--- src/design/fetch_pkg.sv ---
// Types shared by the fetch unit; all addresses are byte addresses with 32-bit words only
package fetch_pkg;

    // Byte address into instruction memory
    typedef logic [31:0] addr_t;

    // Raw 32-bit instruction word
    typedef logic [31:0] instr_t;

    // One instruction per fetch without compressed support
    localparam addr_t PC_STEP = 32'd4;

    // addi x0, x0, 0
    localparam instr_t NOP_INSTR = 32'h0000_0013;

    // Request toward instruction memory
    // Accepted at a rising edge with en high and busy low
    typedef struct packed {
        logic  en;
        addr_t addr;
    } mem_req_t;

    // Redirect strobes from execute and privilege stages
    // ctx_switch wins when both strobes are set
    typedef struct packed {
        logic  jump;
        logic  ctx_switch;
        addr_t jump_target;
        addr_t ctx_target;
    } jump_req_t;

    // Entry held in the instruction queue
    typedef struct packed {
        addr_t  pc;
        instr_t instr;
    } fetch_entry_t;

    // Registered instruction handed to decode
    // Same layout as the queue entry, kept as a separate type
    typedef struct packed {
        addr_t  pc;
        instr_t instr;
    } issue_t;

endpackage

--- src/design/fetch_request.sv ---
// Memory must answer an accepted request in the very next cycle; targets are forced word-aligned
`timescale 1ns/1ps

module fetch_request #(
    parameter fetch_pkg::addr_t START_ADDRESS = 32'h0000_0000,
    parameter int               IQUEUE_SIZE   = 2
) (
    input  logic                               clk,
    input  logic                               reset_n,

    // Redirect from execute and privilege stages
    input  fetch_pkg::jump_req_t               jump_i,

    // Instruction memory
    input  logic                               busy_i,
    input  fetch_pkg::instr_t                  mem_data_i,
    output fetch_pkg::mem_req_t                mem_req_o,

    // Queue side
    input  logic [$clog2(IQUEUE_SIZE+1)-1:0]   queue_count_i,
    output logic                               push_o,
    output fetch_pkg::fetch_entry_t            push_entry_o,
    output logic                               flush_o
);

    localparam int CNT_W = $clog2(IQUEUE_SIZE + 1);

    // Credit limit one bit wider than the count so the sum fits
    localparam logic [CNT_W:0] CREDITS = (CNT_W + 1)'(IQUEUE_SIZE);

    fetch_pkg::addr_t fetch_pc_q;
    fetch_pkg::addr_t tag_pc_q;
    fetch_pkg::addr_t target_pc;
    logic             inflight_q;
    logic             redirect;
    logic             accept;
    logic [CNT_W:0]   credits_used;
    logic             credit_ok;

    // Either strobe redirects the stream
    assign redirect = jump_i.jump | jump_i.ctx_switch;

    // Context switch has priority over a plain jump
    always_comb begin
        if (jump_i.ctx_switch) begin
            target_pc = jump_i.ctx_target;
        end else begin
            target_pc = jump_i.jump_target;
        end
        // Word-aligned fetch only
        target_pc[1:0] = 2'b00;
    end

    // Entries in the queue plus the one word on the bus
    // Count already excludes an entry popped at this edge
    assign credits_used = {1'b0, queue_count_i} + (CNT_W + 1)'(inflight_q);
    assign credit_ok    = credits_used < CREDITS;

    // Request whenever a queue slot is guaranteed and reset is released
    assign mem_req_o.en   = credit_ok & reset_n;
    assign mem_req_o.addr = fetch_pc_q;

    // Handshake with the memory
    assign accept = mem_req_o.en & ~busy_i;

    // Fetch address
    // Stalled requests keep the address and retry
    always_ff @(posedge clk or negedge reset_n) begin
        if (!reset_n) begin
            fetch_pc_q <= START_ADDRESS;
        end else if (redirect) begin
            fetch_pc_q <= target_pc;
        end else if (accept) begin
            fetch_pc_q <= fetch_pc_q + fetch_pkg::PC_STEP;
        end
    end

    // Response expected next cycle
    // A request accepted at the redirect edge is dropped here
    always_ff @(posedge clk or negedge reset_n) begin
        if (!reset_n) begin
            inflight_q <= 1'b0;
        end else begin
            inflight_q <= accept & ~redirect;
        end
    end

    // Address of the word now on the bus
    always_ff @(posedge clk) begin
        if (accept) begin
            tag_pc_q <= fetch_pc_q;
        end
    end

    // Push lands one cycle after acceptance
    assign push_o             = inflight_q;
    assign push_entry_o.pc    = tag_pc_q;
    assign push_entry_o.instr = mem_data_i;

    // Same strobe empties the queue and the issue slot
    assign flush_o = redirect;

endmodule

--- src/design/fetch_unit.sv ---
// Single outstanding memory request with a fixed one-cycle response; redirect strobes last one cycle
`timescale 1ns/1ps

module fetch_unit #(
    parameter fetch_pkg::addr_t START_ADDRESS = 32'h0000_0000,
    parameter int               IQUEUE_SIZE   = 2
) (
    input  logic                 clk,
    input  logic                 reset_n,

    // Decode side
    input  logic                 enable_i,
    output fetch_pkg::issue_t    issue_o,
    output logic                 valid_o,
    output logic                 jumping_o,

    // Redirect
    input  fetch_pkg::jump_req_t jump_i,

    // Instruction memory
    input  logic                 busy_i,
    input  fetch_pkg::instr_t    mem_data_i,
    output fetch_pkg::mem_req_t  mem_req_o
);

    localparam int CNT_W = $clog2(IQUEUE_SIZE + 1);

    // Request to queue
    logic                    push;
    fetch_pkg::fetch_entry_t push_entry;
    logic                    flush;

    // Queue to issue and back to request
    fetch_pkg::fetch_entry_t head_entry;
    logic                    not_empty;
    logic [CNT_W-1:0]        count;
    logic                    pop;

    fetch_request #(
        .START_ADDRESS (START_ADDRESS),
        .IQUEUE_SIZE   (IQUEUE_SIZE)
    ) u_fetch_request (
        .clk           (clk),
        .reset_n       (reset_n),
        .jump_i        (jump_i),
        .busy_i        (busy_i),
        .mem_data_i    (mem_data_i),
        .mem_req_o     (mem_req_o),
        .queue_count_i (count),
        .push_o        (push),
        .push_entry_o  (push_entry),
        .flush_o       (flush)
    );

    instr_queue #(
        .IQUEUE_SIZE  (IQUEUE_SIZE)
    ) u_instr_queue (
        .clk          (clk),
        .reset_n      (reset_n),
        .flush_i      (flush),
        .push_i       (push),
        .push_entry_i (push_entry),
        .pop_i        (pop),
        .head_entry_o (head_entry),
        .not_empty_o  (not_empty),
        .count_o      (count)
    );

    issue_stage #(
        .START_ADDRESS (START_ADDRESS)
    ) u_issue_stage (
        .clk          (clk),
        .reset_n      (reset_n),
        .enable_i     (enable_i),
        .flush_i      (flush),
        .head_entry_i (head_entry),
        .not_empty_i  (not_empty),
        .pop_o        (pop),
        .issue_o      (issue_o),
        .valid_o      (valid_o),
        .jumping_o    (jumping_o)
    );

endmodule

--- src/design/instr_queue.sv ---
// Caller must never push into a full queue; IQUEUE_SIZE of at least 2, not only powers of two
`timescale 1ns/1ps

module instr_queue #(
    parameter int IQUEUE_SIZE = 2
) (
    input  logic                               clk,
    input  logic                               reset_n,

    input  logic                               flush_i,

    // Write side
    input  logic                               push_i,
    input  fetch_pkg::fetch_entry_t            push_entry_i,

    // Read side
    input  logic                               pop_i,
    output fetch_pkg::fetch_entry_t            head_entry_o,
    output logic                               not_empty_o,
    output logic [$clog2(IQUEUE_SIZE+1)-1:0]   count_o
);

    localparam int CNT_W = $clog2(IQUEUE_SIZE + 1);
    localparam int PTR_W = $clog2(IQUEUE_SIZE);

    // Last valid slot index, for pointer wrap
    localparam logic [PTR_W-1:0] LAST_SLOT = PTR_W'(IQUEUE_SIZE - 1);

    fetch_pkg::fetch_entry_t storage_q [IQUEUE_SIZE];

    logic [PTR_W-1:0] wr_ptr_q;
    logic [PTR_W-1:0] rd_ptr_q;
    logic [CNT_W-1:0] count_q;
    logic             do_push;
    logic             do_pop;

    // Flush beats a push at the same edge
    assign do_push = push_i & ~flush_i;
    // Nothing to pop from an empty queue
    assign do_pop  = pop_i & not_empty_o;

    // Entry storage written at the write pointer
    always_ff @(posedge clk) begin
        if (do_push) begin
            storage_q[wr_ptr_q] <= push_entry_i;
        end
    end

    // Pointers and occupancy
    always_ff @(posedge clk or negedge reset_n) begin
        if (!reset_n) begin
            wr_ptr_q <= '0;
            rd_ptr_q <= '0;
            count_q  <= '0;
        end else if (flush_i) begin
            wr_ptr_q <= '0;
            rd_ptr_q <= '0;
            count_q  <= '0;
        end else begin
            if (do_push) begin
                wr_ptr_q <= (wr_ptr_q == LAST_SLOT) ? '0 : wr_ptr_q + 1'b1;
            end
            if (do_pop) begin
                rd_ptr_q <= (rd_ptr_q == LAST_SLOT) ? '0 : rd_ptr_q + 1'b1;
            end
            // Simultaneous push and pop leave the count unchanged
            case ({do_push, do_pop})
                2'b10:   count_q <= count_q + 1'b1;
                2'b01:   count_q <= count_q - 1'b1;
                default: count_q <= count_q;
            endcase
        end
    end

    // Head read straight from storage
    assign head_entry_o = storage_q[rd_ptr_q];
    assign not_empty_o  = count_q != '0;

    // Entries still held after this edge's pop
    // Lets the requester reuse a slot freed in the same cycle
    assign count_o = count_q - CNT_W'(do_pop);

endmodule

--- src/design/issue_stage.sv ---
// Output holds while enable_i is low; issued pc comes only from the queue entry
`timescale 1ns/1ps

module issue_stage #(
    parameter fetch_pkg::addr_t START_ADDRESS = 32'h0000_0000
) (
    input  logic                    clk,
    input  logic                    reset_n,

    // Decode back-pressure
    input  logic                    enable_i,

    input  logic                    flush_i,

    // Queue head
    input  fetch_pkg::fetch_entry_t head_entry_i,
    input  logic                    not_empty_i,
    output logic                    pop_o,

    // Toward decode
    output fetch_pkg::issue_t       issue_o,
    output logic                    valid_o,
    output logic                    jumping_o
);

    logic load;

    // Slot is free, or its content is taken by decode this edge
    assign load  = not_empty_i & (enable_i | ~valid_o);
    assign pop_o = load;

    // Output register
    always_ff @(posedge clk or negedge reset_n) begin
        if (!reset_n) begin
            issue_o.pc    <= START_ADDRESS;
            issue_o.instr <= fetch_pkg::NOP_INSTR;
        end else if (load && !flush_i) begin
            issue_o.pc    <= head_entry_i.pc;
            issue_o.instr <= head_entry_i.instr;
        end
    end

    // Valid and jumping flags
    // Jumping stays up from redirect to first new valid
    always_ff @(posedge clk or negedge reset_n) begin
        if (!reset_n) begin
            valid_o   <= 1'b0;
            jumping_o <= 1'b1;
        end else if (flush_i) begin
            valid_o   <= 1'b0;
            jumping_o <= 1'b1;
        end else if (load) begin
            valid_o   <= 1'b1;
            jumping_o <= 1'b0;
        end else if (enable_i) begin
            // Consumed with nothing to replace it
            valid_o   <= 1'b0;
        end
    end

endmodule

--- config.mk ---
export PLATFORM = sky130hd
export DESIGN_NAME = fetch_unit
export DESIGN_NICKNAME = d
export VERILOG_FILES = /design/src/design/fetch_pkg.sv /design/src/design/fetch_request.sv /design/src/design/fetch_unit.sv /design/src/design/instr_queue.sv /design/src/design/issue_stage.sv
export SDC_FILE = /design/constraint.sdc
export NUM_CORES = 1
export LEC_CHECK = 0
export BUFFER_PORTS_ARGS = -buffer_cell sky130_fd_sc_hd__buf_2
export CORE_UTILIZATION = 61
export CTS_BUF_LIST = sky130_fd_sc_hd__clkbuf_4
export CTS_CLUSTER_SIZE = 20
export DETAILED_ROUTE_END_ITERATION = 12
export PLACE_DENSITY = 0.92
export SYNTH_ARGS = -nofsm -noshare
export SYNTH_HDL_FRONTEND = slang
export SYNTH_SLANG_ARGS = --single-unit
export TNS_END_PERCENT = 1
--- constraint.sdc ---
create_clock -name clk -period 9.25 [get_ports clk]
set_input_delay 0.925 -clock clk [delete_from_list [all_inputs] [get_ports clk]]
set_output_delay 0.925 -clock clk [all_outputs]
set_load 0.005 [all_outputs]
# Yosys cells after proc, flatten, opt, wreduce, memory -nomap -nowiden
# Memories as Yosys holds them, arrays and structs flattened. A register that Yosys moved wholly into a read port is not among the register bits.
# Index checks and enable logic that the tools add are counted.
[word_totals] regBits=71 latchBits=0 ramBits=128 mem_bits_ro=0 input_bits=102 out_inout_bits=99 wordCells=58 mem_count=1
[op_classes] addsub=7 mul=0 div_mod_pow=0 magnitude_cmp=1 eq_ne=2 shift=0 muxes=18 bitwise=11 reduce_logical=10
[mem_list] name="u_instr_queue.storage_q" words=2 width=64 read_ports=1 rd_clocked_by_memory_dff=1 write_ports=1 line_no="instr_queue.sv:29" source="fetch_pkg::fetch_entry_t storage_q [IQUEUE_SIZE];"
[ops] operator="32-bit 2-to-1 mux" count=3
[ops] operator="32-bit by 3-bit adder with 32-bit output (second input constant)" count=1
[ops] operator="1-bit 2-to-1 mux" count=13
[ops] operator="2-bit nonzero test" count=5
[ops] operator="1-bit bitwise AND" count=6
[ops] operator="3-bit nonzero test" count=2
[ops] operator="2-bit case mux with 2 select lines" count=1
[ops] operator="2-bit by 1-bit adder with 3-bit output" count=1
[ops] operator="3-bit by 2-bit < comparator with 1-bit output (second input constant)" count=1
[ops] operator="1-bit inverter" count=3
[ops] operator="1-bit adder (second input constant)" count=2
[ops] operator="2-bit by 1-bit adder with 2-bit output (second input constant)" count=1
[ops] operator="2-bit by 1-bit equality test with 1-bit output (second input constant)" count=1
[ops] operator="2-bit equality test (second input constant)" count=1
[ops] operator="1-bit zero test" count=2
[ops] operator="2-bit 2-to-1 mux" count=1
[ops] operator="1-bit OR" count=2
[ops] operator="2-bit by 1-bit subtractor with 2-bit output" count=1
[ops] operator="2-bit by 1-bit subtractor with 2-bit output (second input constant)" count=1
[ops] operator="1-bit logical AND" count=1

# Logic depth before layout (Yosys ltp)
[depth] depth_word=11 depth_mapped=10 mapped_depth_nobuf=9

# Cells and area by module
# A second synthesis with hierarchy kept.
[hier_totals] cells_unflattened=762 hier_area_um2=11468.5
[modules_own_cells] mod="instr_queue" n_inst=1 cells_each=226 area_per_inst_um2=5069.9 seq_area_each_um2=3943.8
[modules_own_cells] mod="fetch_request" n_inst=1 cells_each=391 area_per_inst_um2=3607.2 seq_area_each_um2=1676.6
[modules_own_cells] mod="issue_stage" n_inst=1 cells_each=145 area_per_inst_um2=2791.4 seq_area_each_um2=1656.6

# Worst setup path after synthesis
# Ideal clock, no wire load.
[synth_path] path_type="input to register" from="in jump_i[65] (netlist name)" to="mem u_instr_queue.storage_q[0][0] (netlist name), enable pin" setup_time_ns=0.559 t_arrival_ns=5.965 required_ns=8.691 path_slack_ns=2.727 path_stages=5 path_buffers=3 cell_sequence="clkbuf_1 or2_2 buf_2 clkbuf_1 nor3_1"
[synth_between] elab_chain_cells=5
[synth_rtl] item="start, declared" line_no="fetch_unit.sv:18" source="input fetch_pkg::jump_req_t jump_i,"
[synth_rtl] item="1-bit OR" line_no="fetch_request.sv:41" source="assign redirect = jump_i.jump | jump_i.ctx_switch;"
[synth_rtl] item="1-bit inverter" line_no="instr_queue.sv:38" source="assign do_push = push_i & ~flush_i;"
[synth_rtl] item="1-bit bitwise AND" line_no="instr_queue.sv:38"
[synth_rtl] item="1-bit 2-to-1 mux" line_no="instr_queue.sv:44" source="if (do_push) begin"
[synth_rtl] item="1-bit 2-to-1 mux (implied by the code)" line_no="instr_queue.sv:45" source="storage_q[wr_ptr_q] <= push_entry_i;"
[synth_rtl] item="end, declared" line_no="instr_queue.sv:29"
# Every way passes these cells.

==> impl.org <==
** Timing
- Final worst hold slack :: 295 ps
- The clock period could shrink to 3550 ps.
- Worst Tran Pin Value :: 1070 ps
- Fmax :: approximately 0.28 GHz
- Post-route setup TNS :: 0 ps
- Between clock sinks in the finished design, the worst skew comes to slightly above 30 ps.
- Final setup violating endpoints :: 0
- Dividing the final minimum period by the clock period gives 0.384.
- Setup repair after global routing left no endpoint under its margin.
- Max transition margin :: 0.287
- The final number of hold-violating endpoints came to 0.
- The max-slew violation count is 0.

** Placement
- Detail Placement HPWL :: roughly 13 mm
- Final estimated routing congestion in global placement :: 0.828
- Number of port buffers :: 192

** Yosys
- In this run, synthesis produced a sequential element count of 253.
- After technology mapping, the gate count stands at 710.
- Dividing the synthesized area by the synthesized cell count gives 14.0 sq um.
- Portion of the post-synthesis area used by sequential elements :: 0.716
- Number of distinct standard cells referenced by the synthesized netlist :: 57
- For this run, the number of Yosys warnings is 0.
- Number of synthesized flops with an enable pin :: 154
- Cell Area, Synth :: around 9900 sq um
- Main synth FF type :: edfxtp_1
- Of all flip-flops after synthesis, the portion carrying an async set or reset was 0.391.

** Layout
- Number of filler instances in the final layout :: about 1000
- The area growth from synthesis to layout is 19.0%.
- Ratio of cells with drive above 1 in the final layout :: 0.319
- In the layout the commonest cells are buf_2 (191), edfxtp_1 (154), dfrtp_1 (94), clkbuf_4 (92), a21oi_1 (82).
- Area of combinational cells with multiple inputs :: 2630 sq um
- Most common library cell in the layout ignoring fill and taps :: buf_2
- The net count of the finished layout is 1036.
- Storage element area :: slightly above 7000 sq um

** Route
- The final route contains between 6000 and 7000 vias.
- DRC violation count after routing :: 0
- Number of violations reported at the end of detailed-routing iteration 0 :: 450
- Pre-antenna DRT Iters :: 4
- For this block, the routed nets add up to 20.4 mm of wire.
- Dividing the detail-routed via count by the number of cells gives 5.50.
- Dividing the detail-routed wire length by the instance count gives 17.1 um.
- Antenna Violating Nets Remaining :: 0

** Die
- I/O pin count :: 201
- Core Rows :: 46
- Measured along the y axis, the die boundary spans 130 um.
- The floorplan step defined a die boundary enclosing 16800 sq um.
- The total area inside the core boundary comes to 15900 sq um.
- Starting utilization of the core area :: 0.625
- In this run the horizontal extent of the chip is around 130 um.

** Setup path
- Critical Path Fanout Max :: 5
- Worst-path cell with the longest stage delay :: o21ai_1
- Kind of cell adding the most delay to the critical path :: compound AO/OA/AOI/OAI gates
- Together, buffers and inverters on the worst path number 2.
- Slowest cell delay on critical path :: 510 ps
- Crit path kind :: register to output pin
- Cell Chain, Critical Path :: o21ai_1 -> inv_1 -> ha_1 -> or2b_1 -> and3_1 -> buf_2
- STA classifies the critical path startpoint as a register.
- Critical path arrival :: 2630 ps
- Kind of capture point of the worst setup path :: output pin
- Data required, critical path :: about 8300 ps

** Clocking
- CTS H-Tree Depth :: 2
- Sink Count :: approximately 250
- TritonCTS clock tree :: yes
- The root buffer cell chosen for the clock tree is clkbuf_4.
- The number of setup buffers added after CTS is 0.
- Clock edge transition at the registers on the reported setup and hold paths :: 60 ps
- Post-cts gate resize count :: 0
- For this design, the CTS-stage hold fixing added 0 buffers.
- Clock latency on the worst-skew pair, taken at its later pin, is between 600 and 700 ps.
- In this run the deepest clock path goes through 3 buffers.
- Inserted Clock Buffers :: 59

** Pwr
- Power density of the placed cells :: 215 nW/um^2
- Switching share of power :: 0.249
- Summed over all nets, the switching power comes to roughly 630 uW.
- The share of total power dissipated in combinational logic is 0.117.
- Cell internal power was estimated by the tool at 1.90 mW.
- The share of total power dissipated in the clock network is 0.337.
- Of the total power, registers draw 0.546.
- The analysis attributes to cell leakage a power of 4.66 nW.
- Across the VDD grid, the largest voltage drop is 0.102 mV.

** Worst hold path
- Worst Hold Class :: input pin to async pin

** Job
- Max-cap violations in this run came to 0.

** Run status
- Outcome :: completed

** Global routing
- The number of global-route vias before repair came to 6395.
- Total global routing track utilization :: 0.248
- Maximum number of pins on one net before global-route repair :: 100
- Summed over all layers, the global routing overflow is 0.
- Number of antenna violations at the first check in global routing :: 1
- The first global-routing pass estimated 31.5 mm of wire.
## metal layers
metal,vias to the layer above,GRT usage,share of wire
li1,3112,-,-
met1,3113,0.307,0.41
met2,320,0.418,0.50
met3,36,0.0669,0.077
met4,0,0.0958,0.017
met5,-,0,0
## flip-flops by register name, indices dropped and copies added, names as in the netlist
register,flops
u_issue_stage.valid_o,1
u_issue_stage.issue_o,62
u_issue_stage.jumping_o,1
u_instr_queue.wr_ptr_q,1
u_instr_queue.count_q,2
u_fetch_request.tag_pc_q,30
u_instr_queue.storage_q,124
u_fetch_request.fetch_pc_q,30
u_fetch_request.push_o,1
u_instr_queue.rd_ptr_q,1
## logic make-up after synthesis
group	synth area share
adder cells (fa/ha/maj)	0.00252
multiplexers	0.0677
AND/OR/NAND/NOR	0.0927
AO/OA/AOI/OAI	0.0750
other	0.000378
flip-flops	0.716
XOR/XNOR	0.0237
buffers and inverters	0.0217
## power by group through the flow
stage | sequential, mW | clock, mW | combinational [mW]
2_1_floorplan | 1.40 | 0 | 0.126
3_5_place_dp | 1.41 | 0 | 0.299
3_3_place_gp | 1.40 | 0 | 0.285
4_1_cts | 1.38 | 0.879 | 0.301
6_report | 1.38 | 0.854 | 0.298
5_1_grt | 1.40 | 0.941 | 0.337
## area by class of cell
class	count	area share
Clock buffer	92	0.0585
Sequential cell	253	0.602
Multi-Input combinational cell	411	0.222
Antenna cell	1	0.000212
Clock inverter	16	0.00530
Timing Repair Buffer	199	0.0860
Inverter	8	0.00254
Tap cell	216	0.0229
## Yosys cell counts, types with 7 or more instances
| cell | count | area, sq um |
|---|---|---|
| clkbuf_1 | 24 | 90.1 |
| nand4_1 | 10 | 62.6 |
| nand3_1 | 12 | 60.1 |
| nor3_1 | 9 | 45.0 |
| a21oi_1 | 82 | 410 |
| nand2_1 | 21 | 78.8 |
| inv_1 | 7 | 26.3 |
| mux2i_1 | 66 | 661 |
| buf_2 | 9 | 45.0 |
| nor2_1 | 76 | 285 |
| nor4_1 | 11 | 68.8 |
| xnor2_1 | 22 | 193 |
| edfxtp_1 | 154 | 4620 |
| dfrtp_1 | 95 | 2380 |
| nor2b_1 | 15 | 93.8 |
| a211oi_1 | 15 | 113 |
## final timing paths
path | startpoint | endpoint | slack [ps] | depth (start not counted)
min in group clk | u_fetch_request.tag_pc_q[7] | u_instr_queue.storage_q[0][39] | 430 | 0
worst max register to register | u_instr_queue.count_q[1] | u_fetch_request.fetch_pc_q[14] | 5900 | 9
max in group asynchronous | reset_n | u_issue_stage.issue_o[11] | 7730 | 2
worst min register to register | u_fetch_request.tag_pc_q[7] | u_instr_queue.storage_q[0][39] | 430 | 0
worst min-delay path | reset_n | u_fetch_request.fetch_pc_q[27] | 290 | 1
worst max-delay path | u_instr_queue.count_q[1] | mem_req_o[32] | 5700 | 6
## per-stage QoR
step,setup slack (ps),total power [mW],utilization,cell area (sq um),instances
finish,5700,2.53,0.743,11800,1196
global route,5530,2.68,0.743,11800,1196
CTS,5660,2.56,0.743,11800,1195
detailed placement,5300,1.70,0.696,11100,1087
global placement,5400,1.68,0.696,11100,1087
floorplan,2730,1.53,-,9930,713
Note: power is estimated with default switching activity, not from simulation.
